===== src/bus_pkg.sv =====
package bus_pkg;

  // --------------------
  // bus widths
  // --------------------
  localparam int ADDR_W = 32;
  localparam int DATA_W = 32;
  localparam int STRB_W = DATA_W / 8;
  localparam int BYTE_OFS_W = $clog2(STRB_W);  // byte lane bits below the word index

  // --------------------
  // address map
  // --------------------
  localparam int RAM_WORDS = 1024;
  localparam int RAM_BYTES = RAM_WORDS * STRB_W;  // ram sits at 0 .. RAM_BYTES-1
  localparam int WORD_IDX_W = $clog2(RAM_WORDS);
  localparam logic [ADDR_W-1:0] EXIT_ADDR = 32'h1000_0000;  // simulation exit register

  // response codes as on the AXI4-Lite B and R channels
  localparam logic [1:0] RESP_OKAY = 2'd0;
  localparam logic [1:0] RESP_SLVERR = 2'd2;  // no target here reports it
  localparam logic [1:0] RESP_DECERR = 2'd3;

  // port 0 is the data master, port 1 the instruction master
  localparam int NUM_PORTS = 2;

  // --------------------
  // internal transfer types
  // --------------------
  typedef struct packed {
    logic              write;  // 1 for AW/W, 0 for AR
    logic [ADDR_W-1:0] addr;
    logic [DATA_W-1:0] wdata;
    logic [STRB_W-1:0] wstrb;
  } bus_req_t;

  typedef struct packed {
    logic [DATA_W-1:0] rdata;  // don't care on writes
    logic [1:0]        resp;
  } bus_rsp_t;

endpackage


===== src/bus_arbiter.sv =====
`timescale 1ns/100ps

module bus_arbiter (
  input  logic                          clk_i,
  input  logic                          arst_n_i,
  input  logic [bus_pkg::NUM_PORTS-1:0] req_valid_i,
  input  bus_pkg::bus_req_t             req_i [bus_pkg::NUM_PORTS],
  output logic [bus_pkg::NUM_PORTS-1:0] rsp_valid_o,
  output bus_pkg::bus_rsp_t             rsp_o [bus_pkg::NUM_PORTS],
  output logic                          ram_req_valid_o,
  output logic                          exit_req_valid_o,
  output bus_pkg::bus_req_t             tgt_req_o,
  input  logic                          ram_rsp_valid_i,
  input  bus_pkg::bus_rsp_t             ram_rsp_i,
  input  logic                          exit_rsp_valid_i,
  input  bus_pkg::bus_rsp_t             exit_rsp_i
);
  import bus_pkg::*;

  logic     busy_q;    // a request is with a target
  logic     last_q;    // port granted last, also the port being served
  logic     decerr_q;  // unmapped access, answer locally
  logic     pick;
  logic     grant;
  logic     hit_ram;
  logic     hit_exit;
  logic     any_rsp;
  bus_rsp_t sel_rsp;

  // --------------------
  // round robin grant
  // --------------------
  always_comb begin
    if (&req_valid_i) begin
      pick = ~last_q;  // both pending, loser of last round goes
    end else begin
      pick = req_valid_i[1];
    end
  end

  assign grant = !busy_q && |req_valid_i;
  assign tgt_req_o = req_i[pick];

  // address decode
  assign hit_ram = tgt_req_o.addr < ADDR_W'(RAM_BYTES);
  assign hit_exit = tgt_req_o.addr == EXIT_ADDR;
  assign ram_req_valid_o = grant && hit_ram;
  assign exit_req_valid_o = grant && hit_exit;

  assign any_rsp = ram_rsp_valid_i || exit_rsp_valid_i || decerr_q;

  always_ff @(posedge clk_i or negedge arst_n_i) begin
    if (!arst_n_i) begin
      busy_q <= 1'b0;
      last_q <= 1'b1;  // data port wins the first tie
      decerr_q <= 1'b0;
    end else if (grant) begin
      busy_q <= 1'b1;
      last_q <= pick;
      decerr_q <= !hit_ram && !hit_exit;
    end else if (any_rsp) begin
      busy_q <= 1'b0;
      decerr_q <= 1'b0;
    end
  end

  // --------------------
  // response steering
  // --------------------
  always_comb begin
    if (decerr_q) begin
      sel_rsp = '{rdata: '0, resp: RESP_DECERR};
    end else if (exit_rsp_valid_i) begin
      sel_rsp = exit_rsp_i;
    end else begin
      sel_rsp = ram_rsp_i;
    end
  end

  always_comb begin
    for (int p = 0; p < NUM_PORTS; p++) begin
      rsp_valid_o[p] = any_rsp && (last_q == 1'(p));
      rsp_o[p] = sel_rsp;
    end
  end

  // one target is addressed at a time and never while another answers
  a_one_target : assert property (@(posedge clk_i) disable iff (!arst_n_i)
    $onehot0({ram_req_valid_o, exit_req_valid_o, ram_rsp_valid_i, exit_rsp_valid_i}))
    else $error("more than one target active");

  // every grant is answered on the next cycle
  a_grant_rsp : assert property (@(posedge clk_i) disable iff (!arst_n_i)
    grant |=> any_rsp)
    else $error("grant without response one cycle later");

endmodule


===== config.mk =====
export PLATFORM = sky130hd
export DESIGN_NAME = bus_arbiter
export DESIGN_NICKNAME = d
export VERILOG_FILES = /design/src/bus_pkg.sv /design/src/bus_arbiter.sv
export SDC_FILE = /design/constraint.sdc
export NUM_CORES = 1
export LEC_CHECK = 0
export BUFFER_PORTS_ARGS = -buffer_cell sky130_fd_sc_hd__buf_2
export CAP_MARGIN = 30
export CORE_AREA = 2 2 137 139
export DETAILED_ROUTE_END_ITERATION = 8
export DIE_AREA = 0 0 139 141
export GPL_TIMING_DRIVEN = 0
export PLACE_DENSITY = 0.45
export SYNTH_ARGS = -nofsm -noshare
export SYNTH_HDL_FRONTEND = slang
export SYNTH_SLANG_ARGS = --single-unit

===== constraint.sdc =====
create_clock -name clk_i -period 1.4 [get_ports clk_i]
set_input_delay 0.14 -clock clk_i [delete_from_list [all_inputs] [get_ports clk_i]]
set_output_delay 0.14 -clock clk_i [all_outputs]
set_load 0.02 [all_outputs]

==> Word level (Yosys, flattened, before mapping) <==
Index checks and enable logic that the tools add are counted.
{ "word_totals": {"in_bits": 212, "out_inout_bits": 141, "ff_bits": 3} }
{ "classes": {"n_bitwise": 2, "n_lt_le_gt_ge": 2, "muxes": 9, "n_reduce_logical": 14, "n_eq_ne": 1} }
{ "ops": {"columns": ["cell", "count"], "rows": [
  ["69-bit 2-to-1 mux", 3],
  ["34-bit 2-to-1 mux", 2],
  ["32-bit by 29-bit == test with 1-bit output (second input constant)", 1],
  ["32-bit by 13-bit less-than comparator with 1-bit output (second input constant)", 1],
  ["1-bit logical AND", 6],
  ["1-bit 2-to-1 mux", 4],
  ["1-bit logical NOT", 3],
  ["2-bit greater-or-equal comparator (second input constant)", 1],
  ["1-bit logical OR", 2],
  ["1-bit inverter with 2-bit output", 1],
  ["2-bit AND reduction", 1],
  ["2-bit nonzero test", 1],
  ["2-bit OR reduction", 1],
  ["1-bit inverter", 1]
]} }

==> Longest topological paths before layout <==
{ "depth": {"depth_word": 10, "ltp_mapped": 6} }

==> Worst setup path before layout <==
OpenSTA, ideal clock, no wires.
{ "synth_timing": {"path_type": "reg2out", "startpoint": "register last_q", "endpoint": "output ram_req_valid_o", "slack_ns": -0.343, "path_stages_with_launch": 5, "required_ns": 1.260, "arrival_ns": 1.603, "path_cell_list": "dfstp_2 > a21boi_2 > buf_6 > mux2_4 > nor3_1"} }
{ "synth_lines": {"columns": ["element", "line_no", "source"], "rows": [
  ["start: declaration", "bus_arbiter.sv:21", "logic last_q;"],
  ["start signal: assignment", "bus_arbiter.sv:59", "last_q <= pick;"],
  ["end: declaration", "bus_arbiter.sv:10", "output logic ram_req_valid_o,"]
]} }

==> impl_metrics.env <==
export IMPL_die_area_sq_um=19600
export IMPL_hpwl_microns=11850
export IMPL_tns_ns=-36.26
export IMPL_instances_no_fill=838
export IMPL_grt_pass1_wl_microns=20090
export IMPL_reg2reg_depth=7
export IMPL_worstMarginPinSlew_ns=0.7631
export IMPL_fin_skew_ns=0.001257
export IMPL_placedCellCount=818
export IMPL_antenna_found_initial=1
export IMPL_drc_errors=0
export IMPL_p_leak_nw=2.798
export IMPL_max_freq_mhz=503.5
export IMPL_power_total_mw=5.021
export IMPL_area_growth_pct=181.8
export IMPL_regArea_sq_um=77.57
export IMPL_synth_edf_count=0
export IMPL_hold_depth=2
export IMPL_drt_wirelength_per_cell_microns=16.65
export IMPL_status="finished, violations left"
export IMPL_syn_area_sq_um=1954
export IMPL_ios=353
export IMPL_drv_slew=0
export IMPL_required_ns=1.26
export IMPL_port_buffers=351
export IMPL_path_max_fanout=8
export IMPL_synthArstFlopShare_pct=100.0
export IMPL_nets=816
export IMPL_core_sq_um=18270
export IMPL_hold_class="in -> reg"
export IMPL_multi_input_area_sq_um=1857
export IMPL_hold_viol_final=0
export IMPL_drtIter0Drc=54
export IMPL_die_y_microns=141
export IMPL_clock_latency_ns=0.23
export IMPL_drv_cap=0
export IMPL_finalSetupViolations=111
export IMPL_slew_headroom_pct=48.59
export IMPL_yosysWarnings=0
export IMPL_initial_utilization_pct=10.70
export IMPL_crit_cells=6
export IMPL_drive_gt1_share_pct=88.23
export IMPL_cp_slowest_cell="dfstp_2"
export IMPL_fin_crit_sh_pct=141.9
export IMPL_yosys_register_bits=3
export IMPL_gr_total_overflow=0
export IMPL_clkSinkCount=3
export IMPL_cp_top_family="buffers and inverters"
export IMPL_syn_inst=233
export IMPL_synth_net_count=445
export IMPL_drt_pass1_iter_count=4
export IMPL_critPathArrivalTime_ns=1.85
export IMPL_ys_types=31
export IMPL_startpoint_type="register"
export IMPL_min_period_ns=1.986
export IMPL_peakVddDrop_uv=441.5
export IMPL_cts_root_buf="clkbuf_16"
export IMPL_violations="setup timing"
export IMPL_drt_wl_total_microns=13950
export IMPL_worstPathCellList="a21boi_4 > buf_4 > buf_12 > bufbuf_16 > mux2_2 > buf_2"
export IMPL_rows=50
export IMPL_grt_pass1_vias=3335
export IMPL_place_gp_congestion=0.8100
export IMPL_synthFlopType="dfrtp_1"
export IMPL_numCtsBuffers=3
export IMPL_seq_area_frac_synth_pct=3.905
export IMPL_antenna_left=0
export IMPL_grt_max_degree=11
export IMPL_path_class="reg -> out"
export IMPL_vias_per_cell=3.844
export IMPL_max_stage_delay_ns=0.37
export IMPL_cts_tree="done"
export IMPL_clk_pin_slew_ns=0.03
export IMPL_htreeDepth=1
export IMPL_num_fill_cells=1927
export IMPL_end_kind="output pin"
export IMPL_max_clock_path_buffers=2
export IMPL_vias=3221
export IMPL_layout_setup_ws_ns=-0.5861
export IMPL_grtUsageTotal_pct=13.38
export IMPL_rsz0062_at_grt="true"
export IMPL_path_buf_inv=4
export IMPL_avgSynthCellArea_sq_um=8.388
export IMPL_pwr_density_cell_nw_per_um2=911.7
export IMPL_die_x_microns=139
## cells in the mapped netlist, types with 2 or more instances
cell,number,share of area (%)
mux2_2,68,39
buf_4,40,15
nor2_1,37,7.1
mux2i_1,32,16
nor4_1,11,3.5
nor3_1,5,1.3
buf_2,4,1.0
clkbuf_1,4,0.77
nand2_1,4,0.77
nor2b_1,3,0.96
a211o_1,2,0.90
a21oi_1,2,0.51
dfrtp_1,2,2.6
nor4b_1,2,0.90
## routing by layer
metal  vias to the layer above  GRT usage, %  wire, microns
met5                         -             0              0
met4                         0         2.180            123
met3                         8         3.227           1127
met2                       215         26.52           7782
met1                      1436         14.53           4916
li1                       1562             -              -
## path summary, 6_finish.rpt
check | startpoint | to | slack, ns
setup / recovery | last_q$_DFFE_PN1P_ | tgt_req_o[43] | -0.59
hold / removal | req_valid_i[0] | last_q$_DFFE_PN1P_ | 0.14
setup reg to reg | last_q$_DFFE_PN1P_ | decerr_q$_DFFE_PN0P_ | -0.11
hold reg to reg | busy_q$_DFFE_PN0P_ | busy_q$_DFFE_PN0P_ | 0.52
max in group asynchronous | arst_n_i | last_q$_DFFE_PN1P_ | 0.91
min in group asynchronous | arst_n_i | busy_q$_DFFE_PN0P_ | 0.30
## sequential cells by signal, indices dropped and copies added (netlist names)
name,count
decerr_q,1
last_q,1
busy_q,1
## kinds of logic after synthesis
family                 count (synthesis)  share of synthesized area (%)
AOI/OAI and AO/OA                     10                          4.097
buffers and inverters                 51                          18.31
and+or+nand+nor                       68                          17.35
muxes                                101                          56.34
DFF                                    3                          3.906
## cell type report
| type | instances | area share, % |
|---|---|---|
| clock buffers | 4 | 1.431 |
| well taps | 234 | 5.316 |
| plain buffers | 41 | 9.473 |
| inverters | 1 | 0.06815 |
| flip-flops and latches | 3 | 1.408 |
| diodes | 1 | 0.04543 |
| repair buffers | 375 | 48.55 |
| multi-input cells | 179 | 33.71 |
## through the flow
stage / setup WS [ns] / area (sq um) / utilization (%) / hold WS [ns]
2_1_floorplan: -0.1413 / 2051 / - / -0.1556
3_3_place_gp: -0.5852 / 4100 / 22.45 / -0.05971
3_5_place_dp: -0.5988 / 4100 / 22.45 / -0.06176
4_1_cts: -0.5999 / 5393 / 29.52 / 0.1517
5_1_grt: -0.6575 / 5505 / 30.14 / 0.1573
6_report: -0.5861 / 5508 / 30.15 / 0.1443
## report_power, final
group | internal (mW) | total (mW) | switching, mW | leakage (nW)
registers | 0.126 | 0.158 | 0.0322 | 0.0330
logic | 2.33 | 4.41 | 2.07 | 2.73
clock network | 0.376 | 0.458 | 0.0815 | 0.0382
total | 2.83 | 5.02 | 2.19 | 2.80
## cells in the final DEF, fill, tap and decap left out, types with 2 or more instances in the layout
cell type	netlist	routed
buf_6	1	109
nand2_1	4	4
a21oi_1	2	2
mux2_2	68	61
clkbuf_16	0	9
buf_12	0	3
buf_4	40	29
nor3_4	0	2
buf_2	4	256
buf_8	0	7
nor2b_1	3	3
nor4_1	11	10
nor2_4	0	32
a211o_1	2	2
nor3_1	5	3
mux2i_1	32	31
bufbuf_16	0	4
nor4b_1	2	2
nor2_1	37	5
mux2_4	1	8
## repair_timing
action	4_1_cts	5_1_grt
endpoints found under the hold margin	3	0
hold buffers	1	0
resized for setup	259	45
setup endpoints to repair	143	138
pin swaps	30	9
gates cloned	8	0
buffers inserted	15	5
(Power assumes the default switching activity.)
