===== src/bus_pkg.sv =====
package bus_pkg;

  // --------------------
  // bus widths
  // --------------------
  localparam int ADDR_W = 32;
  localparam int DATA_W = 32;
  localparam int STRB_W = DATA_W / 8;
  localparam int BYTE_OFS_W = $clog2(STRB_W);  // byte lane bits below the word index

  // --------------------
  // address map
  // --------------------
  localparam int RAM_WORDS = 1024;
  localparam int RAM_BYTES = RAM_WORDS * STRB_W;  // ram sits at 0 .. RAM_BYTES-1
  localparam int WORD_IDX_W = $clog2(RAM_WORDS);
  localparam logic [ADDR_W-1:0] EXIT_ADDR = 32'h1000_0000;  // simulation exit register

  // response codes as on the AXI4-Lite B and R channels
  localparam logic [1:0] RESP_OKAY = 2'd0;
  localparam logic [1:0] RESP_SLVERR = 2'd2;  // no target here reports it
  localparam logic [1:0] RESP_DECERR = 2'd3;

  // port 0 is the data master, port 1 the instruction master
  localparam int NUM_PORTS = 2;

  // --------------------
  // internal transfer types
  // --------------------
  typedef struct packed {
    logic              write;  // 1 for AW/W, 0 for AR
    logic [ADDR_W-1:0] addr;
    logic [DATA_W-1:0] wdata;
    logic [STRB_W-1:0] wstrb;
  } bus_req_t;

  typedef struct packed {
    logic [DATA_W-1:0] rdata;  // don't care on writes
    logic [1:0]        resp;
  } bus_rsp_t;

endpackage


===== src/axil_port.sv =====
`timescale 1ns/100ps

module axil_port (
  input  logic                       clk_i,
  input  logic                       arst_n_i,
  input  logic [bus_pkg::ADDR_W-1:0] awaddr_i,
  input  logic                       awvalid_i,
  output logic                       awready_o,
  input  logic [bus_pkg::DATA_W-1:0] wdata_i,
  input  logic [bus_pkg::STRB_W-1:0] wstrb_i,
  input  logic                       wvalid_i,
  output logic                       wready_o,
  output logic [1:0]                 bresp_o,
  output logic                       bvalid_o,
  input  logic                       bready_i,
  input  logic [bus_pkg::ADDR_W-1:0] araddr_i,
  input  logic                       arvalid_i,
  output logic                       arready_o,
  output logic [bus_pkg::DATA_W-1:0] rdata_o,
  output logic [1:0]                 rresp_o,
  output logic                       rvalid_o,
  input  logic                       rready_i,
  output logic                       req_valid_o,
  output bus_pkg::bus_req_t          req_o,
  input  logic                       rsp_valid_i,
  input  bus_pkg::bus_rsp_t          rsp_i
);
  import bus_pkg::*;

  logic     aw_held_q;
  logic     w_held_q;
  logic     req_valid_q;
  logic     bvalid_q;
  logic     rvalid_q;
  bus_req_t req_q;
  bus_rsp_t rsp_q;
  logic     idle;
  logic     aw_hs;
  logic     w_hs;
  logic     ar_hs;
  logic     aw_done;
  logic     w_done;

  // --------------------
  // channel handshakes
  // --------------------
  assign idle = !req_valid_q && !bvalid_q && !rvalid_q;  // nothing in flight, no response held
  assign awready_o = idle && !aw_held_q;
  assign wready_o = idle && !w_held_q;
  // a write that has started or is being offered goes before a read
  assign arready_o = idle && !aw_held_q && !w_held_q && !awvalid_i && !wvalid_i;

  assign aw_hs = awvalid_i && awready_o;
  assign w_hs = wvalid_i && wready_o;
  assign ar_hs = arvalid_i && arready_o;
  assign aw_done = aw_held_q || aw_hs;
  assign w_done = w_held_q || w_hs;

  always_ff @(posedge clk_i or negedge arst_n_i) begin
    if (!arst_n_i) begin
      aw_held_q <= 1'b0;
      w_held_q <= 1'b0;
      req_valid_q <= 1'b0;
      bvalid_q <= 1'b0;
      rvalid_q <= 1'b0;
    end else begin
      if (aw_done && w_done) begin
        aw_held_q <= 1'b0;
        w_held_q <= 1'b0;
        req_valid_q <= 1'b1;  // write request complete
      end else begin
        aw_held_q <= aw_done;
        w_held_q <= w_done;
        if (ar_hs) begin
          req_valid_q <= 1'b1;
        end
      end
      if (rsp_valid_i) begin
        req_valid_q <= 1'b0;
        bvalid_q <= req_q.write;  // route to B or R
        rvalid_q <= !req_q.write;
      end
      if (bvalid_q && bready_i) begin
        bvalid_q <= 1'b0;
      end
      if (rvalid_q && rready_i) begin
        rvalid_q <= 1'b0;
      end
    end
  end

  // request and response payload
  always_ff @(posedge clk_i) begin
    if (aw_hs) begin
      req_q.addr <= awaddr_i;
      req_q.write <= 1'b1;
    end
    if (w_hs) begin
      req_q.wdata <= wdata_i;
      req_q.wstrb <= wstrb_i;
    end
    if (ar_hs) begin
      req_q.addr <= araddr_i;
      req_q.write <= 1'b0;
      req_q.wdata <= '0;
      req_q.wstrb <= '0;
    end
    if (rsp_valid_i) begin
      rsp_q <= rsp_i;  // held until the master takes it
    end
  end

  assign req_valid_o = req_valid_q;
  assign req_o = req_q;
  assign bvalid_o = bvalid_q;
  assign bresp_o = rsp_q.resp;
  assign rvalid_o = rvalid_q;
  assign rdata_o = rsp_q.rdata;
  assign rresp_o = rsp_q.resp;

  // the arbiter only answers a request this port is still waiting on
  a_rsp_has_req : assert property (@(posedge clk_i) disable iff (!arst_n_i)
    rsp_valid_i |-> req_valid_q)
    else $error("response without outstanding request");

endmodule


===== config.mk =====
export PLATFORM = sky130hd
export DESIGN_NAME = axil_port
export DESIGN_NICKNAME = d
export VERILOG_FILES = /design/src/bus_pkg.sv /design/src/axil_port.sv
export SDC_FILE = /design/constraint.sdc
export NUM_CORES = 1
export LEC_CHECK = 0
export BUFFER_PORTS_ARGS = -buffer_cell sky130_fd_sc_hd__buf_2
export CAP_MARGIN = 20
export CORE_MARGIN = 3
export CORE_UTILIZATION = 47
export DETAILED_ROUTE_END_ITERATION = 8
export PLACE_DENSITY_LB_ADDON = 0.25
export SYNTH_ARGS = -nofsm -noshare
export SYNTH_HDL_FRONTEND = slang
export SYNTH_SLANG_ARGS = --single-unit

===== constraint.sdc =====
create_clock -name clk_i -period 4 [get_ports clk_i]
set_input_delay 0.6 -clock clk_i [delete_from_list [all_inputs] [get_ports clk_i]]
set_output_delay 0.6 -clock clk_i [all_outputs]
set_load 0.005 [all_outputs]

**Word level (Yosys, flattened, before mapping)**

Cells that the tools add are included.
W data, S select, Z words.

- Register bits after elaboration: 108
- Input port bits: 142
- Output and inout port bits: 111

- Multiplexer cells: 12
- Reduce and logical (&&, ||, !) cells: 27

Operator list:

| operator | count |
|---|---|
| $mux W68 | 1 |
| $mux W36 | 1 |
| $mux W32 | 1 |
| $logic_and A1 B1 Y1 | 13 |
| $mux W1 | 9 |
| $logic_not A1 Y1 | 8 |
| $reduce_bool A2 Y1 | 3 |
| $reduce_bool A3 Y1 | 1 |
| $logic_or A1 B1 Y1 | 2 |

**Logic depth before layout (Yosys ltp)**

- Depth after elaboration: 11
- Gate-level depth with buffers: 6

**Worst setup path before layout**

No wires, ideal clock.

- Kind: input-to-reg
- Start: input port awvalid_i
- End: register req_q (netlist bit req_o[36]), enable pin
- Library setup time: 389 ps
- Arrival: 2007 ps
- Data required time: 3611 ps
- Path slack: 1604 ps
- Cell stages on the path: 4
- Path buffers: 1
- Cell sequence: nor3_1 nand3_4 buf_6 nand2_1

- Cells in the longest elaborated chain, start to end: 5
- Elaborated cells on any way between the ends: 6

Ends and longest elaborated chain:

| what | line | RTL |
|---|---|---|
| from (decl) | axil_port.sv:7 | `input logic awvalid_i,` |
| $logic_not A1 Y1 | axil_port.sv:51 | `assign arready_o = idle && !aw_held_q && !w_held_q && !awvalid_i && !wvalid_i;` |
| $logic_and A1 B1 Y1 (2 in a row) | axil_port.sv:51 |  |
| $logic_and A1 B1 Y1 | axil_port.sv:55 | `assign ar_hs = arvalid_i && arready_o;` |
| $reduce_bool A2 Y1 (no source line) (*) | -- |  |
| to (decl) | axil_port.sv:35 | `bus_req_t req_q;` |

Mark *: on every way between the ends. The rest lies on a longest branch, timed or not.
A chain may end at the register's enable or synchronous reset.

**Worst setup path after layout**

- Start: register rvalid_q, in the netlist rvalid_o
- End: output port wready_o

- Cells in the longest elaborated chain, start to end: 3

Ends and longest elaborated chain:

| what | line | RTL |
|---|---|---|
| from (decl) | axil_port.sv:34 | `logic rvalid_q;` |
| from (signal assigned) | axil_port.sv:81 | `rvalid_q <= !req_q.write;` |
| $logic_not A1 Y1 | axil_port.sv:47 | `assign idle = !req_valid_q && !bvalid_q && !rvalid_q;` |
| $logic_and A1 B1 Y1 | axil_port.sv:47 |  |
| $logic_and A1 B1 Y1 | axil_port.sv:49 | `assign wready_o = idle && !w_held_q;` |
| to (decl) | axil_port.sv:12 | `output logic wready_o,` |

Every way passes these cells.

==> flow_metrics.env <==
export IMPL_cap_violations=0
export IMPL_synth_xor_area_share=0
export IMPL_cts_tree="built"
export IMPL_wl_per_cell_um=16.6
export IMPL_grt_usage=0.201
export IMPL_max_stage_delay_ns=0.54
export IMPL_first_iter_violations=110
export IMPL_grt_pass1_wl_um=15900
export IMPL_cp_arrival_ns=2.02
export IMPL_drive_gt1_frac=0.558
export IMPL_setup_viol=0
export IMPL_synth_most_common_cell="edfxtp_1"
export IMPL_nets=682
export IMPL_multiInputGateArea_um2=1160
export IMPL_clk_pin_slew_ns=0.10
export IMPL_synth_nets=438
export IMPL_hp_class="primary input to async pin"
export IMPL_yosysSeqAreaShare=0.671
export IMPL_regArea_um2=2850
export IMPL_synthMuxAreaShare=0.112
export IMPL_cts_made_buffers=9
export IMPL_synth_top_flop_cell="edfxtp_1"
export IMPL_cts_path_max_buffers=2
export IMPL_core_um2=8760
export IMPL_ys_warn_count=0
export IMPL_fmax_ghz=0.382
export IMPL_gp_congestion=0.718
export IMPL_fin_crit_ns=2.62
export IMPL_use_met2=0.354
export IMPL_power_leakage_nw=2.59
export IMPL_totalWireLength_um=10800
export IMPL_cts_sinks=108
export IMPL_synthSimpleGateAreaFrac=0.0672
export IMPL_grt_busiest_layer="met2"
export IMPL_gr_total_overflow=0
export IMPL_path_buf_inv=3
export IMPL_die_h_um=101
export IMPL_cts_root_buf="clkbuf_8"
export IMPL_p_per_area_nw_per_um2=556
export IMPL_finClkSkew_ns=0.0120
export IMPL_r2r_end="req_o[42]$_DFFE_PP_"
export IMPL_yosysTopAreaCell="edfxtp_1"
export IMPL_worstSetupPathType="register to output pin"
export IMPL_antenna_found_initial=0
export IMPL_cp_slowest_cell="or4_1"
export IMPL_post_cts_buffers=0
export IMPL_fillers=726
export IMPL_cp_start_kind="register"
export IMPL_ant_nets=0
export IMPL_critical_path_top_delay_family="buffers and inverters"
export IMPL_area_growth_pct=32.4
export IMPL_ys_types=30
export IMPL_cts_resized_gates=0
export IMPL_yosys_top_cells_area="edfxtp_1, dfxtp_1, mux2_4"
export IMPL_critical_path_cell_chain="or4_1, buf_4, inv_8, buf_2"
export IMPL_port_buffers=252
export IMPL_synth_fa_ha_area_frac=0
export IMPL_num_vias=3346
export IMPL_design_die_area_um2=10200
export IMPL_reg2reg_slack_ns=1.78
export IMPL_ys_ff_latch=108
export IMPL_drc=0
export IMPL_synth_edf_count=66
export IMPL_fin_crit_sh=0.654
export IMPL_status="complete, no violations"
export IMPL_synth_compound_area_share=0.0943
export IMPL_initial_utilization=0.485
export IMPL_synth_top_family_by_area="multiplexers"
export IMPL_ctsHoldBuffers=0
export IMPL_grt_max_degree=40
export IMPL_ios=253
export IMPL_first_pass_iters=4
export IMPL_syn_area_um2=4250
export IMPL_worst_pin_slew_ns=0.912
export IMPL_end_kind="output pin"
export IMPL_rows=34
export IMPL_fin_area_um2=5620
export IMPL_final_hold_violation_count=0
export IMPL_place_area_um2=5450
export IMPL_insertion_delay_ns=0.36
export IMPL_synth_top_area_frac=0.467
export IMPL_diodes=0
export IMPL_r2r_start="rvalid_o$_DFFE_PN0P_"
export IMPL_fp_dieW_um=101
export IMPL_final_setup_tns_ns=0
export IMPL_hold_slack_ns=0.0386
export IMPL_hpwlAfterDp_um=8050
export IMPL_max_slew_margin=0.391
export IMPL_grt_pass1_vias=3256
export IMPL_rr_worst_depth=5
export IMPL_vdd_drop_max_v=0.000273
export IMPL_syn_avg_cell_area_um2=14.3
export IMPL_met3_usage=0.0588
export IMPL_syn_inst=296
export IMPL_synthTopCellsByCount="edfxtp_1, a21oi_1, dfxtp_1, o21ai_0, nand3_1"
export IMPL_viasPerCell=5.12
export IMPL_ys_async_sr_fraction=0.0463
export IMPL_rsz0062_at_grt="false"
export IMPL_use_met1=0.226
export IMPL_cp_max_fo=37
export IMPL_critPathRequiredTime_ns=3.40
export IMPL_cts_max_level=3
export IMPL_slew_violations=0
[power breakdown]
part | switching [mW] | total [mW] | internal (mW)
sequential | 0.130 | 1.62 | 1.49
combinational | 0.493 | 0.918 | 0.424
clock | 0.366 | 0.593 | 0.226
total | 0.990 | 3.13 | 2.14
[cell families (layout without fill, tap and decap cells)]
logic type	count (synthesis)	after routing
buf+inv	26	275
simple gates	50	50
flops	108	108
compound gates	79	79
mux	33	33
[per-stage QoR]
step                setup WS, ns   util  power [mW]  cells
finish                      1.38  0.641        3.13    653
global route                1.30  0.641        3.32    653
CTS                         1.38  0.641        3.15    653
detailed placement          1.33  0.622        2.57    637
global placement            1.38  0.622        2.53    637
floorplan                   1.60      -        2.18    296
[state kept, by name, summed over array words and instances (netlist names)]
signal,count
req_o,69
bresp_o,2
bvalid_o,1
req_valid_o,1
rvalid_o,1
w_held_q,1
aw_held_q,1
rdata_o,32
[layer usage]
metal,vias to the layer above,part of all wire
met1,1579,0.36
met3,25,0.089
met5,-,0
met2,155,0.52
met4,0,0.029
li1,1587,-
[layout make-up]
type / count / share of cell area
sequential: 108 / 0.507
timing repair buffer: 256 / 0.230
multi-input combinational: 162 / 0.207
tap: 108 / 0.0240
clock buffer: 10 / 0.0227
clock inverter: 6 / 0.00712
inverter: 3 / 0.00334
[layout by cell type (no fill, tap or decap)]
cell	instances
nor4_4	1
nor3_1	2
nor4b_1	2
clkinv_4	1
a21oi_1	39
clkbuf_1	1
dfxtp_1	37
a31oi_1	1
and2_1	1
mux2i_1	1
buf_2	252
o21ai_0	37
nand3_4	1
inv_1	2
o22ai_1	1
clkbuf_8	9
buf_4	4
inv_6	1
and3_1	1
nand2_1	3
mux2_4	28
nand3_1	36
clkinv_1	2
mux2_2	4
inv_8	1
edfxtp_1	66
o21a_1	1
or4_1	1
dfrtp_1	5
nor2_1	2
clkinvlp_4	2
[worst max path at each step]
| stage | start | end | slack (ns) | depth (start not counted) |
|---|---|---|---|---|
| floorplan | awvalid_i | req_o[36]$_DFFE_PP_ | 1.60 | 4 |
| global placement | wvalid_i | req_o[63]$_DFFE_PP_ | 1.38 | 6 |
| detailed placement | wvalid_i | req_o[46]$_DFFE_PP_ | 1.33 | 6 |
| CTS | rvalid_o$_DFFE_PN0P_ | wready_o | 1.38 | 4 |
| global route | rvalid_o$_DFFE_PN0P_ | wready_o | 1.30 | 4 |
| finish | rvalid_o$_DFFE_PN0P_ | wready_o | 1.38 | 4 |
No activity file was read; power rests on OpenSTA's default activity.
