File: src/bus_pkg.sv
package bus_pkg;

  // --------------------
  // bus widths
  // --------------------
  localparam int ADDR_W = 32;
  localparam int DATA_W = 32;
  localparam int STRB_W = DATA_W / 8;
  localparam int BYTE_OFS_W = $clog2(STRB_W);  // byte lane bits below the word index

  // --------------------
  // address map
  // --------------------
  localparam int RAM_WORDS = 1024;
  localparam int RAM_BYTES = RAM_WORDS * STRB_W;  // ram sits at 0 .. RAM_BYTES-1
  localparam int WORD_IDX_W = $clog2(RAM_WORDS);
  localparam logic [ADDR_W-1:0] EXIT_ADDR = 32'h1000_0000;  // simulation exit register

  // response codes as on the AXI4-Lite B and R channels
  localparam logic [1:0] RESP_OKAY = 2'd0;
  localparam logic [1:0] RESP_SLVERR = 2'd2;  // no target here reports it
  localparam logic [1:0] RESP_DECERR = 2'd3;

  // port 0 is the data master, port 1 the instruction master
  localparam int NUM_PORTS = 2;

  // --------------------
  // internal transfer types
  // --------------------
  typedef struct packed {
    logic              write;  // 1 for AW/W, 0 for AR
    logic [ADDR_W-1:0] addr;
    logic [DATA_W-1:0] wdata;
    logic [STRB_W-1:0] wstrb;
  } bus_req_t;

  typedef struct packed {
    logic [DATA_W-1:0] rdata;  // don't care on writes
    logic [1:0]        resp;
  } bus_rsp_t;

endpackage

File: src/exit_target.sv
`timescale 1ns/100ps

module exit_target (
  input  logic              clk_i,
  input  logic              arst_n_i,
  input  logic              req_valid_i,
  input  bus_pkg::bus_req_t req_i,
  output logic              rsp_valid_o,
  output bus_pkg::bus_rsp_t rsp_o,
  output logic              exit_valid_o,
  output logic              exit_zero_o
);
  import bus_pkg::*;

  logic [DATA_W-1:0] code_q;
  logic [DATA_W-1:0] code_next;
  logic [DATA_W-1:0] rdata_q;
  logic              exit_valid_q;
  logic              exit_zero_q;
  logic              rsp_valid_q;

  // merge the strobed bytes into the stored code
  always_comb begin
    code_next = code_q;
    for (int b = 0; b < STRB_W; b++) begin
      if (req_i.wstrb[b]) begin
        code_next[8*b +: 8] = req_i.wdata[8*b +: 8];
      end
    end
  end

  always_ff @(posedge clk_i or negedge arst_n_i) begin
    if (!arst_n_i) begin
      code_q <= '0;
      exit_valid_q <= 1'b0;
      exit_zero_q <= 1'b0;
      rsp_valid_q <= 1'b0;
    end else begin
      rsp_valid_q <= req_valid_i;
      if (req_valid_i && req_i.write) begin
        code_q <= code_next;
        exit_valid_q <= 1'b1;  // sticky until reset
        exit_zero_q <= (code_next == '0);
      end
    end
  end

  always_ff @(posedge clk_i) begin
    if (req_valid_i) begin
      rdata_q <= code_q;
    end
  end

  assign rsp_valid_o = rsp_valid_q;
  assign rsp_o = '{rdata: rdata_q, resp: RESP_OKAY};
  assign exit_valid_o = exit_valid_q;
  assign exit_zero_o = exit_zero_q;

endmodule

File: config.mk
export PLATFORM = sky130hd
export DESIGN_NAME = exit_target
export DESIGN_NICKNAME = d
export VERILOG_FILES = /design/src/bus_pkg.sv /design/src/exit_target.sv
export SDC_FILE = /design/constraint.sdc
export NUM_CORES = 1
export LEC_CHECK = 0
export BUFFER_PORTS_ARGS = -buffer_cell sky130_fd_sc_hd__buf_2
export CAP_MARGIN = 20
export CORE_MARGIN = 2
export CORE_UTILIZATION = 47
export DETAILED_ROUTE_END_ITERATION = 10
export PLACE_DENSITY = 0.92
export SLEW_MARGIN = 10
export SYNTH_ARGS = -nofsm -noshare
export SYNTH_HDL_FRONTEND = slang
export SYNTH_SLANG_ARGS = --single-unit
File: constraint.sdc
create_clock -name clk_i -period 4.2 [get_ports clk_i]
set_clock_uncertainty 0.15 [all_clocks]
set_input_delay 0.63 -clock clk_i [delete_from_list [all_inputs] [get_ports clk_i]]
set_output_delay 0.63 -clock clk_i [all_outputs]
set_load 0.05 [all_outputs]
# After elaboration in Yosys (flattened, before gate mapping)

Cells that the tools add are included.

Output and inout bits: 37
Input port bits: 72
Register bits after elaboration: 67

Mux-type cells: 4
Reductions and logical operators: 2

Operators by type and width:

| operator          | count |
|---|---|
| $logic_not 32->1  | 1 |
| $mux 8            | 4 |
| $logic_and 1x1->1 | 1 |

# Longest topological paths before layout

Gate-level depths: netlist of the first run.

Word-level depth: 2
Gate-level depth with buffers: 4

# Worst setup path before layout of the first run

Ideal clock, no wire load.

Kind: input -> register
From: input req_i[3] (netlist name)
To: register exit_zero_q (netlist: exit_zero_o)
Setup slack: 2.240 ns
Arrival time: 1.706 ns
Data required time: 3.947 ns
Stages: 4
Setup time: 0.103 ns
Path through: or4_1 o22ai_1 nand4_1 o41ai_2

Longest elaborated chain between the ends: 2

Ends and longest elaborated chain:

| element              | line              | RTL |
|---|---|---|
| from (decl)          | exit_target.sv:7  | `input bus_pkg::bus_req_t req_i,` |
| $mux 8               | exit_target.sv:26 | `if (req_i.wstrb[b]) begin` |
| $logic_not 32->1     | exit_target.sv:43 | `exit_zero_q <= (code_next == '0);` |
| to (signal assigned) | exit_target.sv:43 |  |
| to (decl)            | exit_target.sv:19 | `logic exit_zero_q;` |

Every way passes these cells.
A chain may end at the register's enable or synchronous reset.

# Worst setup path after layout of the first run

From: input req_valid_i
To: register code_q[22]

Longest elaborated chain between the ends: 1

Ends and longest elaborated chain:

| element              | line              | RTL |
|---|---|---|
| from (decl)          | exit_target.sv:6  | `input logic req_valid_i,` |
| $logic_and 1x1->1    | exit_target.sv:40 | `if (req_valid_i && req_i.write) begin` |
| to (signal assigned) | exit_target.sv:41 | `code_q <= code_next;` |
| to (decl)            | exit_target.sv:15 | `logic [DATA_W-1:0] code_q;` |

Every way passes these cells.

==> metrics.yaml, run 1 <==
detailed_routing:
  wl_met1_um: 1880
  postRouteAntennaNets: 0
  drc: 0
  routed_wl_um: 4540
  firstDrtPassIters: 4
  top_layer: "met4"
  viasPerCell: 5.02
  wl_met3_um: 139
  vias: 1502
  wl_met2_um: 2400
  post_drt_wl_per_cell_um: 15.2
  drt-initial-drc-count: 58
synthesis:
  synth_edf_count: 32
  synth_seq_cells: 67
  ys_seq_area_share_pct: 74.4
  ys.flop_type: "dfrtp_1"
  syn_area_per_cell_sq_um: 17.5
  synth_cell_type_count: 22
  synth_area_sq_um: 2470
  syn_inst: 141
  async_flop_share_pct: 52.2
  ys_warn_count: 0
grt:
  grt_pass1_vias: 1556
  grt_pass1_wl_um: 7460
  grt_max_degree: 36
  overflow: 0
  grt_antenna_before_repair: 0
  grt_usage_pct: 16.9
die:
  initial_core_util_pct: 48.7
  core-area_sq_um: 5070
  die-area_sq_um: 5850
  die_w_um: 76.5
  rows: 26
  dieHeight_um: 76.5
  pin_count: 109
worst_setup_path:
  r2r_cells: 4
  max_stage_delay_ps: 540
  crit_chain: "buf_2, and2_1, nand2_1, mux2_2"
  arrival_ps: 2180
  worstSetupPathType: "primary input to flop"
  crit_fanout: 34
  cp-end-kind: "flop"
  critPathRequiredTime_ps: 4260
  r2r-start: "code_q[20]$_DFFE_PN0P_"
  worstReg2RegEnd: "exit_zero_o$_DFFE_PN0P_"
  startpoint_type: "primary input"
  cp_slowest_cell: "buf_2"
  rrSetupSlack_ps: 2360
sta:
  finalCriticalPeriod_ps: 2120
  rsz0062_at_grt: "false"
  relSlewSlack_pct: 47.6
  maxSlewViolCount: 0
  setup_viol: 0
  hold_viol_final: 0
  finalCritPeriodShare_pct: 50.6
  holdWs_ps: 224
  fin_tns_setup_ps: 0
  fmax_mhz: 471
  tightest_slew_ps: 786
cts:
  hold_buffers: 0
  clk_latency_ps: 330
  cts.sinks: 67
  post_cts_resized: 0
  cts_buffers: 9
  tritoncts: "done"
  cts-root-buf: "clkbuf_8"
  postCtsSetupRepairBufs: 0
  clockBufferDepth: 2
  cts.htree.levels: 3
  clkSlewWorstSetupHoldPaths_ps: 70
power_and_ir_drop:
  power_density_nw_per_um2: 563
  cellLeakagePower_nw: 1.33
  pwr-share-seq_pct: 48.3
  power_switching_mw: 0.480
  netSwitchingFraction_pct: 27.1
  clkPwrFrac_pct: 35.0
  comb_power_share_pct: 16.7
  ir_worst_vdd_mv: 0.274
  internal_power_mw: 1.29
placed_design:
  gp_congestion: 0.806
  dp.cells: 283
  portBuffers: 74
  dp_hpwl_um: 3240
  place_area_sq_um: 2910
finish:
  antenna_cells: 0
  nFillCells: 403
  multi_input_area_sq_um: 618
  design_area_sq_um: 3150
  layout_commonest_cell: "buf_2"
  final_util_pct: 62.0
  drive_above_1_share_pct: 52.8
  synthToLayoutAreaGrowth_pct: 27.4
  nets: 296
  seq_area_sq_um: 1840
  layout_common_cells: "buf_2, dfrtp_1, mux2_2, edfxtp_1, clkbuf_8"
  layout.cells.non_filler: 299
worst_hold_path:
  hp-class: "primary input to async pin"
job:
  maxCapViolations: 0
status:
  status: "complete, no violations"
critical path: cells and delay by family:
family,cells,cell delay [ps]
buffers and inverters,1,540
muxes,1,360
and+or+nand+nor,2,640
cell families (layout without fill, tap and decap cells):
kind of cell / count (synthesis) / in the layout / synth area share (%)
other cells: 1 / 2 / 0.152
simple gates: 29 / 29 / 7.30
buf+inv: 3 / 90 / 0.760
compound gates: 9 / 9 / 2.84
mux: 32 / 32 / 14.6
flops: 67 / 67 / 74.4
sequential cells by signal, indices dropped and copies added, names as in the netlist:
signal / count
exit_valid_o: 1
exit_zero_o: 1
rdata_q: 32
rsp_valid_o: 1
code_q: 32
power by group through the flow:
| stage | Clock (mW) | Sequential [mW] | Combinational (mW) |
|---|---|---|---|
| 2_1_floorplan | 0 | 0.998 | 0.0769 |
| 3_3_place_gp | 0 | 0.861 | 0.291 |
| 3_5_place_dp | 0 | 0.869 | 0.297 |
| 4_1_cts | 0.630 | 0.856 | 0.299 |
| 5_1_grt | 0.653 | 0.870 | 0.312 |
| 6_report | 0.619 | 0.856 | 0.296 |
synthesized netlist by cell type, types with 2 or more instances:
cell type  number  area share [%]
o21ai_0         2            0.41
or4b_1          4             1.6
nor4_1          4             1.0
dfrtp_1        35              35
nor2_1          3            0.46
o22ai_1         3            0.76
edfxtp_1       32              39
nor3_1          5             1.0
or4_1           4             1.2
buf_4           2            0.61
a22o_1          2            0.71
mux2_2         32              15
nand2_1         4            0.61
layout make-up:
| type | instances | area share, % |
|---|---|---|
| clock inverters | 5 | 3.22 |
| repair buffers | 74 | 11.8 |
| multi-input cells | 72 | 19.6 |
| flip-flops and latches | 67 | 58.4 |
| well taps | 70 | 2.78 |
| clock buffers | 11 | 4.18 |
worst max-delay path by stage:
stage,start,depth (start not counted),to
2_1_floorplan,req_i[3],4,exit_zero_o$_DFFE_PN0P_
3_3_place_gp,req_valid_i,4,code_q[12]$_DFFE_PN0P_
3_5_place_dp,req_valid_i,4,code_q[23]$_DFFE_PN0P_
4_1_cts,req_valid_i,4,code_q[22]$_DFFE_PN0P_
5_1_grt,req_valid_i,4,code_q[22]$_DFFE_PN0P_
6_report,req_valid_i,4,code_q[22]$_DFFE_PN0P_
metrics by stage:
step / worst slack, ps / power (mW)
final: 2080 / 1.77
after global placement: 1730 / 1.15
after CTS: 2050 / 1.78
after detailed placement: 1710 / 1.17
after floorplan: 2240 / 1.07
after global routing: 1920 / 1.83
per-layer routing:
layer | vias up | track usage, %
met5 | - | 0
li1 | 712 | -
met1 | 742 | 20.1
met4 | 0 | 10.4
met2 | 40 | 28.6
met3 | 8 | 2.96
No activity file was read; power rests on OpenSTA's default activity.
==> run 2: changes to the inputs <==
CORE_UTILIZATION = 46   (was 47)
PLACE_DENSITY = 0.9   (was 0.92)
clock period = 2.05 ns   (was 4.2 ns; I/O delays follow)
==> run 2 against run 1 <==
Clock-buffer cell count grew 3. Final cell count is 0.67% higher. Critical path depth is the same. Global-route usage barely moved. Flip-flop and latch count unchanged. Die area up 2.1%. First-iteration DRC count is 28% lower. Worst setup slack lost 1900 ps. Design area decreased by 1.1%. Sequential share of layout area increased by 0.63 points. Critical path type is now flop to flop.
==> metrics.yaml, run 2 (synthesis gave the netlist of run 1 again) <==
cts:
  cts.htree.levels: 3  # unchanged
  post_cts_resized: 0  # unchanged
  tritoncts: "done"
  clkSlewWorstSetupHoldPaths_ps: 70  # about the same
  clockBufferDepth: 2  # unchanged
  postCtsSetupRepairBufs: 0  # unchanged
  cts.sinks: 67  # unchanged
  cts_buffers: 9  # unchanged
  clk_latency_ps: 340  # about the same
  cts-root-buf: "clkbuf_8"
sta:
  relSlewSlack_pct: 46.3  # -1.3 points
  fin_tns_setup_ps: 0  # unchanged
  rsz0062_at_grt: "false"
  finalCriticalPeriod_ps: 1880
  maxSlewViolCount: 0  # unchanged
  finalCritPeriodShare_pct: 91.9
  fmax_mhz: 531
  hold_viol_final: 0  # unchanged
  holdWs_ps: 59.4  # -164 ps
  tightest_slew_ps: 806  # +20.0 ps
  setup_viol: 0  # unchanged
finish:
  layout_commonest_cell: "buf_2"
  nets: 298  # +0.68%
  reg.largest.list: "code_q (32), rdata_q (32)"
  antenna_cells: 0  # unchanged
  synthToLayoutAreaGrowth_pct: 26.0
  drive_above_1_share_pct: 52.8  # about the same
  layout_common_cells: "buf_2, dfrtp_1, mux2_2, edfxtp_1, clkbuf_8"
detailed_routing:
  wl_met2_um: 2350  # -2.3%
  routed_wl_um: 4600  # +1.5%
  postRouteAntennaNets: 0  # unchanged
  vias: 1517  # +1.0%
  wl_met1_um: 1890  # +0.11%
  drc: 0  # unchanged
  viasPerCell: 5.04  # +0.33%
  top_layer: "met4"
  firstDrtPassIters: 4  # unchanged
  wl_met3_um: 204  # +47%
  drt-initial-drc-count: 42  # -28%
  post_drt_wl_per_cell_um: 15.3  # +0.80%
worst_setup_path:
  cp-end-kind: "flop"
  critPathRequiredTime_ps: 2140  # -2120 ps
  worstSetupPathType: "flop to flop"
  arrival_ps: 1970  # -210 ps
  crit_fanout: 3  # -91%
  r2r_cells: 4  # unchanged
  startpoint_type: "flop"
power_and_ir_drop:
  p_total_mw: 3.35  # +89%
  netSwitchingFraction_pct: 29.1  # +2.0 points
  cellLeakagePower_nw: 1.33  # -0.61%
  power_density_nw_per_um2: 1080  # +91%
  internal_power_mw: 2.37  # +84%
  clkPwrFrac_pct: 29.4  # -5.6 points
  pwr-share-seq_pct: 52.4  # +4.1 points
  ir_worst_vdd_mv: 0.403  # +47%
  power_switching_mw: 0.976  # +100%
  comb_power_share_pct: 18.2  # +1.5 points
die:
  rows: 26  # unchanged
  initial_core_util_pct: 48.1  # -0.62 points
  die-area_sq_um: 5970  # +2.1%
  core-area_sq_um: 5140  # +1.3%
  dieHeight_um: 77.3  # +1.0%
  die_w_um: 77.3  # +1.0%
  pin_count: 109  # unchanged
grt:
  overflow: 0  # unchanged
  grt_usage_pct: 16.8  # -0.033 points
  grt_antenna_before_repair: 0  # unchanged
  grt_pass1_vias: 1520  # -2.3%
  grt_max_degree: 36  # unchanged
  grt_pass1_wl_um: 7360  # -1.3%
placed_design:
  portBuffers: 74  # unchanged
  gp_congestion: 0.831  # +3.2%
  dp_hpwl_um: 3250  # +0.32%
job:
  maxCapViolations: 0  # unchanged
worst_hold_path:
  hold-path-cell-count: 2
  hp-class: "primary input to flop"
status:
  status: "complete, no violations"
[run 2: cell types whose count changed in the layout (fill, tap and decap cells not counted)]
| cell | previous run | this run |
|---|---|---|
| bufinv_16 | 3 | 0 |
| clkinv_2 | 0 | 1 |
| buf_4 | 0 | 1 |
| clkbuf_8 | 9 | 12 |
| dlygate4sd3_1 | 0 | 1 |
| clkinvlp_4 | 1 | 0 |
[run 2: power groups by stage]
stage | combinational (mW) | clock [mW] | sequential (mW)
after global routing | 0.641 | 1.05 | 1.78
after CTS | 0.614 | 0.993 | 1.76
after global placement | 0.596 | 0 | 1.77
after detailed placement | 0.609 | 0 | 1.78
after floorplan | 0.158 | 0 | 2.04
final | 0.608 | 0.986 | 1.76
[run 2: worst paths after layout]
path	startpoint	to	slack [ps]
worst min register to register	code_q[11]$_DFFE_PN0P_	rdata_q[11]$_DFFE_PP_	310
max in group asynchronous	arst_n_i	code_q[7]$_DFFE_PN0P_	790
worst max-delay path	code_q[20]$_DFFE_PN0P_	exit_zero_o$_DFFE_PN0P_	170
worst min-delay path	req_i[25]	code_q[21]$_DFFE_PN0P_	60
worst max register to register	code_q[20]$_DFFE_PN0P_	exit_zero_o$_DFFE_PN0P_	170
min in group asynchronous	arst_n_i	code_q[17]$_DFFE_PN0P_	450
[run 2: area by class of cell]
type / count / area (sq um)
multi-input cells: 72 / 618
repair buffers: 76 / 388
clock inverters: 2 / 8.76
flip-flops and latches: 67 / 1840
fillers: 411 / 2030
well taps: 70 / 87.6
clock buffers: 14 / 173
[run 2: critical path, stage by stage (launching register included)]
cell	delay, ps
dfrtp_1	390
or4_1	520
o22ai_1	210
nand4_1	160
o41ai_2	340
[run 2: repair_timing]
action                     4_1_cts  5_1_grt
hold buffers                     1        0
setup endpoints to repair        0        0
hold endpoints to repair        35        0
[run 2: metal layers]
layer	GRT usage [%]	vias to the layer above
met2	27.9	53
met5	0	-
met3	3.18	14
met4	12.3	0
met1	19.5	731
li1	-	719
[run 2: through the flow]
stage | cell area [sq um] | setup slack (ps) | instances | util, %
2_1_floorplan | 2470 | 381 | 142 | -
3_3_place_gp | 2920 | 162 | 284 | 56.8
3_5_place_dp | 2920 | 121 | 284 | 56.8
4_1_cts | 3110 | 144 | 301 | 60.5
5_1_grt | 3110 | 95.6 | 301 | 60.5
6_report | 3110 | 166 | 301 | 60.5
==> run 3: changes to the inputs <==
BUFFER_PORTS_ARGS = -buffer_cell sky130_fd_sc_hd__clkbuf_2   (was -buffer_cell sky130_fd_sc_hd__buf_2)
==> run 3 against run 2 <==
Worst setup slack better by 71 ps. Wire length fell by 4.7%. Sequential power is essentially flat. Clock-buffer cell count decreased by 1. Critical path type unchanged. Largest power group unchanged.
==> metrics.yaml, run 3 (synthesis gave the netlist of run 1 again) <==
worst_setup_path:
  rrSetupSlack_ps: 240  # +70 ps
  worstSetupPathType: "flop to flop"
  worstReg2RegEnd: "exit_zero_o$_DFFE_PN0P_"
  crit_fanout: 3  # unchanged
  r2r_cells: 4  # unchanged
  critPathRequiredTime_ps: 2130  # about the same
  max_stage_delay_ps: 510  # about the same
  r2r-start: "code_q[29]$_DFFE_PN0P_"
  crit_family: "simple AND/OR/NAND/NOR gates"
  cp_slowest_cell: "or4_1"
  crit_buf_inv: 0  # unchanged
  cp-end-kind: "flop"
  crit_chain: "or4_1, o22ai_1, nand4_1, o41ai_2"
  arrival_ps: 1890  # -80 ps
  startpoint_type: "flop"
worst_hold_path:
  hp-class: "primary input to flop"
  hold_start: "req_i[17]"
  hold-path-cell-count: 2  # unchanged
  hold_end: "code_q[13]$_DFFE_PN0P_"
cts:
  cts_buffers: 9  # unchanged
  post_cts_resized: 0  # unchanged
  clk_latency_ps: 330  # about the same
  clockBufferDepth: 2  # unchanged
  cts-root-buf: "clkbuf_8"
  clkSlewWorstSetupHoldPaths_ps: 60  # about the same
  tritoncts: "done"
  cts.htree.levels: 3  # unchanged
  cts.sinks: 67  # unchanged
finish:
  antenna_cells: 0  # unchanged
  reg.largest.list: "code_q (32), rdata_q (32)"
  layout_common_cells: "clkbuf_2, dfrtp_1, mux2_2, edfxtp_1, clkbuf_8"
  final_util_pct: 60.6  # +0.073 points
  nets: 299  # +0.34%
  drive_above_1_share_pct: 52.2  # -0.66 points
  layout_commonest_cell: "clkbuf_2"
  synthToLayoutAreaGrowth_pct: 26.1
die:
  pin_count: 109  # unchanged
  rows: 26  # unchanged
  initial_core_util_pct: 48.1  # unchanged
  core-area_sq_um: 5140  # unchanged
  die-area_sq_um: 5970  # unchanged
  dieHeight_um: 77.3  # unchanged
  die_w_um: 77.3  # unchanged
placed_design:
  gp_congestion: 0.822  # -1.2%
  portBuffers: 74  # unchanged
  dp_hpwl_um: 3250  # -0.15%
grt:
  met2_usage_pct: 26.7  # -1.2 points
  gr-usage-met3_pct: 3.88  # +0.71 points
  overflow: 0  # unchanged
  use_met1_pct: 18.9  # -0.55 points
  grt_max_degree: 36  # unchanged
  grt_pass1_vias: 1553  # +2.2%
  grt_usage_pct: 16.2  # -0.61 points
  grt_pass1_wl_um: 7330  # -0.38%
  grt_antenna_before_repair: 0  # unchanged
  grt-busiest-layer: "met2"
sta:
  hold_viol_final: 0  # unchanged
  holdWs_ps: 72.8  # +13.4 ps
  rsz0062_at_grt: "false"
  setup_viol: 0  # unchanged
  fin_tns_setup_ps: 0  # unchanged
  finalCritPeriodShare_pct: 88.4  # -3.4 points
  maxSlewViolCount: 0  # unchanged
  fmax_mhz: 552  # +3.9%
  finalCriticalPeriod_ps: 1810  # -70.7 ps
detailed_routing:
  drc: 0  # unchanged
  vias: 1503  # -0.92%
  firstDrtPassIters: 4  # unchanged
  routed_wl_um: 4390  # -4.7%
  post_drt_wl_per_cell_um: 14.5  # -5.0%
  drt-initial-drc-count: 66  # +57%
  viasPerCell: 4.98  # -1.3%
  postRouteAntennaNets: 0  # unchanged
power_and_ir_drop:
  internal_power_mw: 2.40  # +1.0%
  ir_worst_vdd_mv: 0.456  # +13%
  pwr-share-seq_pct: 52.5  # about the same
  cellLeakagePower_nw: 1.34  # +1.1%
  clkPwrFrac_pct: 29.5  # about the same
  power_switching_mw: 0.954  # -2.3%
  comb_power_share_pct: 18.0  # -0.2 points
  power_density_nw_per_um2: 1080  # about the same
  netSwitchingFraction_pct: 28.5  # -0.68 points
status:
  status: "complete, no violations"
job:
  maxCapViolations: 0  # unchanged
==> run 3: cell count changes in the layout (fill, tap and decap cells not counted), sizes merged <==
cell | before | now
buf | 75 | 2
bufinv | 0 | 1
clkbuf | 14 | 87
==> run 3: per-layer routing <==
metal	wire [um]	up-vias
li1	-	718
met1	1780	726
met2	2250	47
met3	231	12
met4	124	0
met5	0	-
==> run 3: through the flow <==
stage / area (sq um) / instances / total power, mW / setup slack, ps
5_1_grt: 3120 / 302 / 3.48 / 65.8
6_report: 3120 / 302 / 3.35 / 237
3_5_place_dp: 2930 / 285 / 2.39 / 146
4_1_cts: 3120 / 302 / 3.38 / 212
3_3_place_gp: 2930 / 285 / 2.36 / 168
2_1_floorplan: 2470 / 142 / 2.20 / 381
==> run 3: cell type report <==
type	instances	area [sq um]
sequential	67	1840
clock inverter	3	38.8
clock buffer	13	139
multi-input combinational	72	618
timing repair buffer	77	395
fill	424	2020
tap	70	87.6
==> run 3: how the worst max path moves through the flow <==
stage / cells after the start / to / start / slack (ps)
after floorplan: 4 / exit_zero_o$_DFFE_PN0P_ / code_q[29]$_DFFE_PN0P_ / 380
after global placement: 5 / exit_zero_o$_DFFE_PN0P_ / req_i[3] / 170
after detailed placement: 5 / exit_zero_o$_DFFE_PN0P_ / req_i[3] / 150
after CTS: 4 / exit_zero_o$_DFFE_PN0P_ / code_q[29]$_DFFE_PN0P_ / 210
after global routing: 4 / exit_zero_o$_DFFE_PN0P_ / code_q[29]$_DFFE_PN0P_ / 70
final: 4 / exit_zero_o$_DFFE_PN0P_ / code_q[29]$_DFFE_PN0P_ / 240
==> run 3: power groups by stage <==
stage | Sequential (mW) | Clock, mW | Combinational [mW]
finish | 1.76 | 0.988 | 0.603
global route | 1.78 | 1.06 | 0.640
CTS | 1.76 | 1.01 | 0.611
detailed placement | 1.79 | 0 | 0.607
global placement | 1.77 | 0 | 0.595
floorplan | 2.04 | 0 | 0.158
==> run 3: what timing repair did <==
item | CTS | global route
endpoints found under the hold margin | 35 | 0
hold buffers | 1 | 0
buffers inserted | 0 | 0
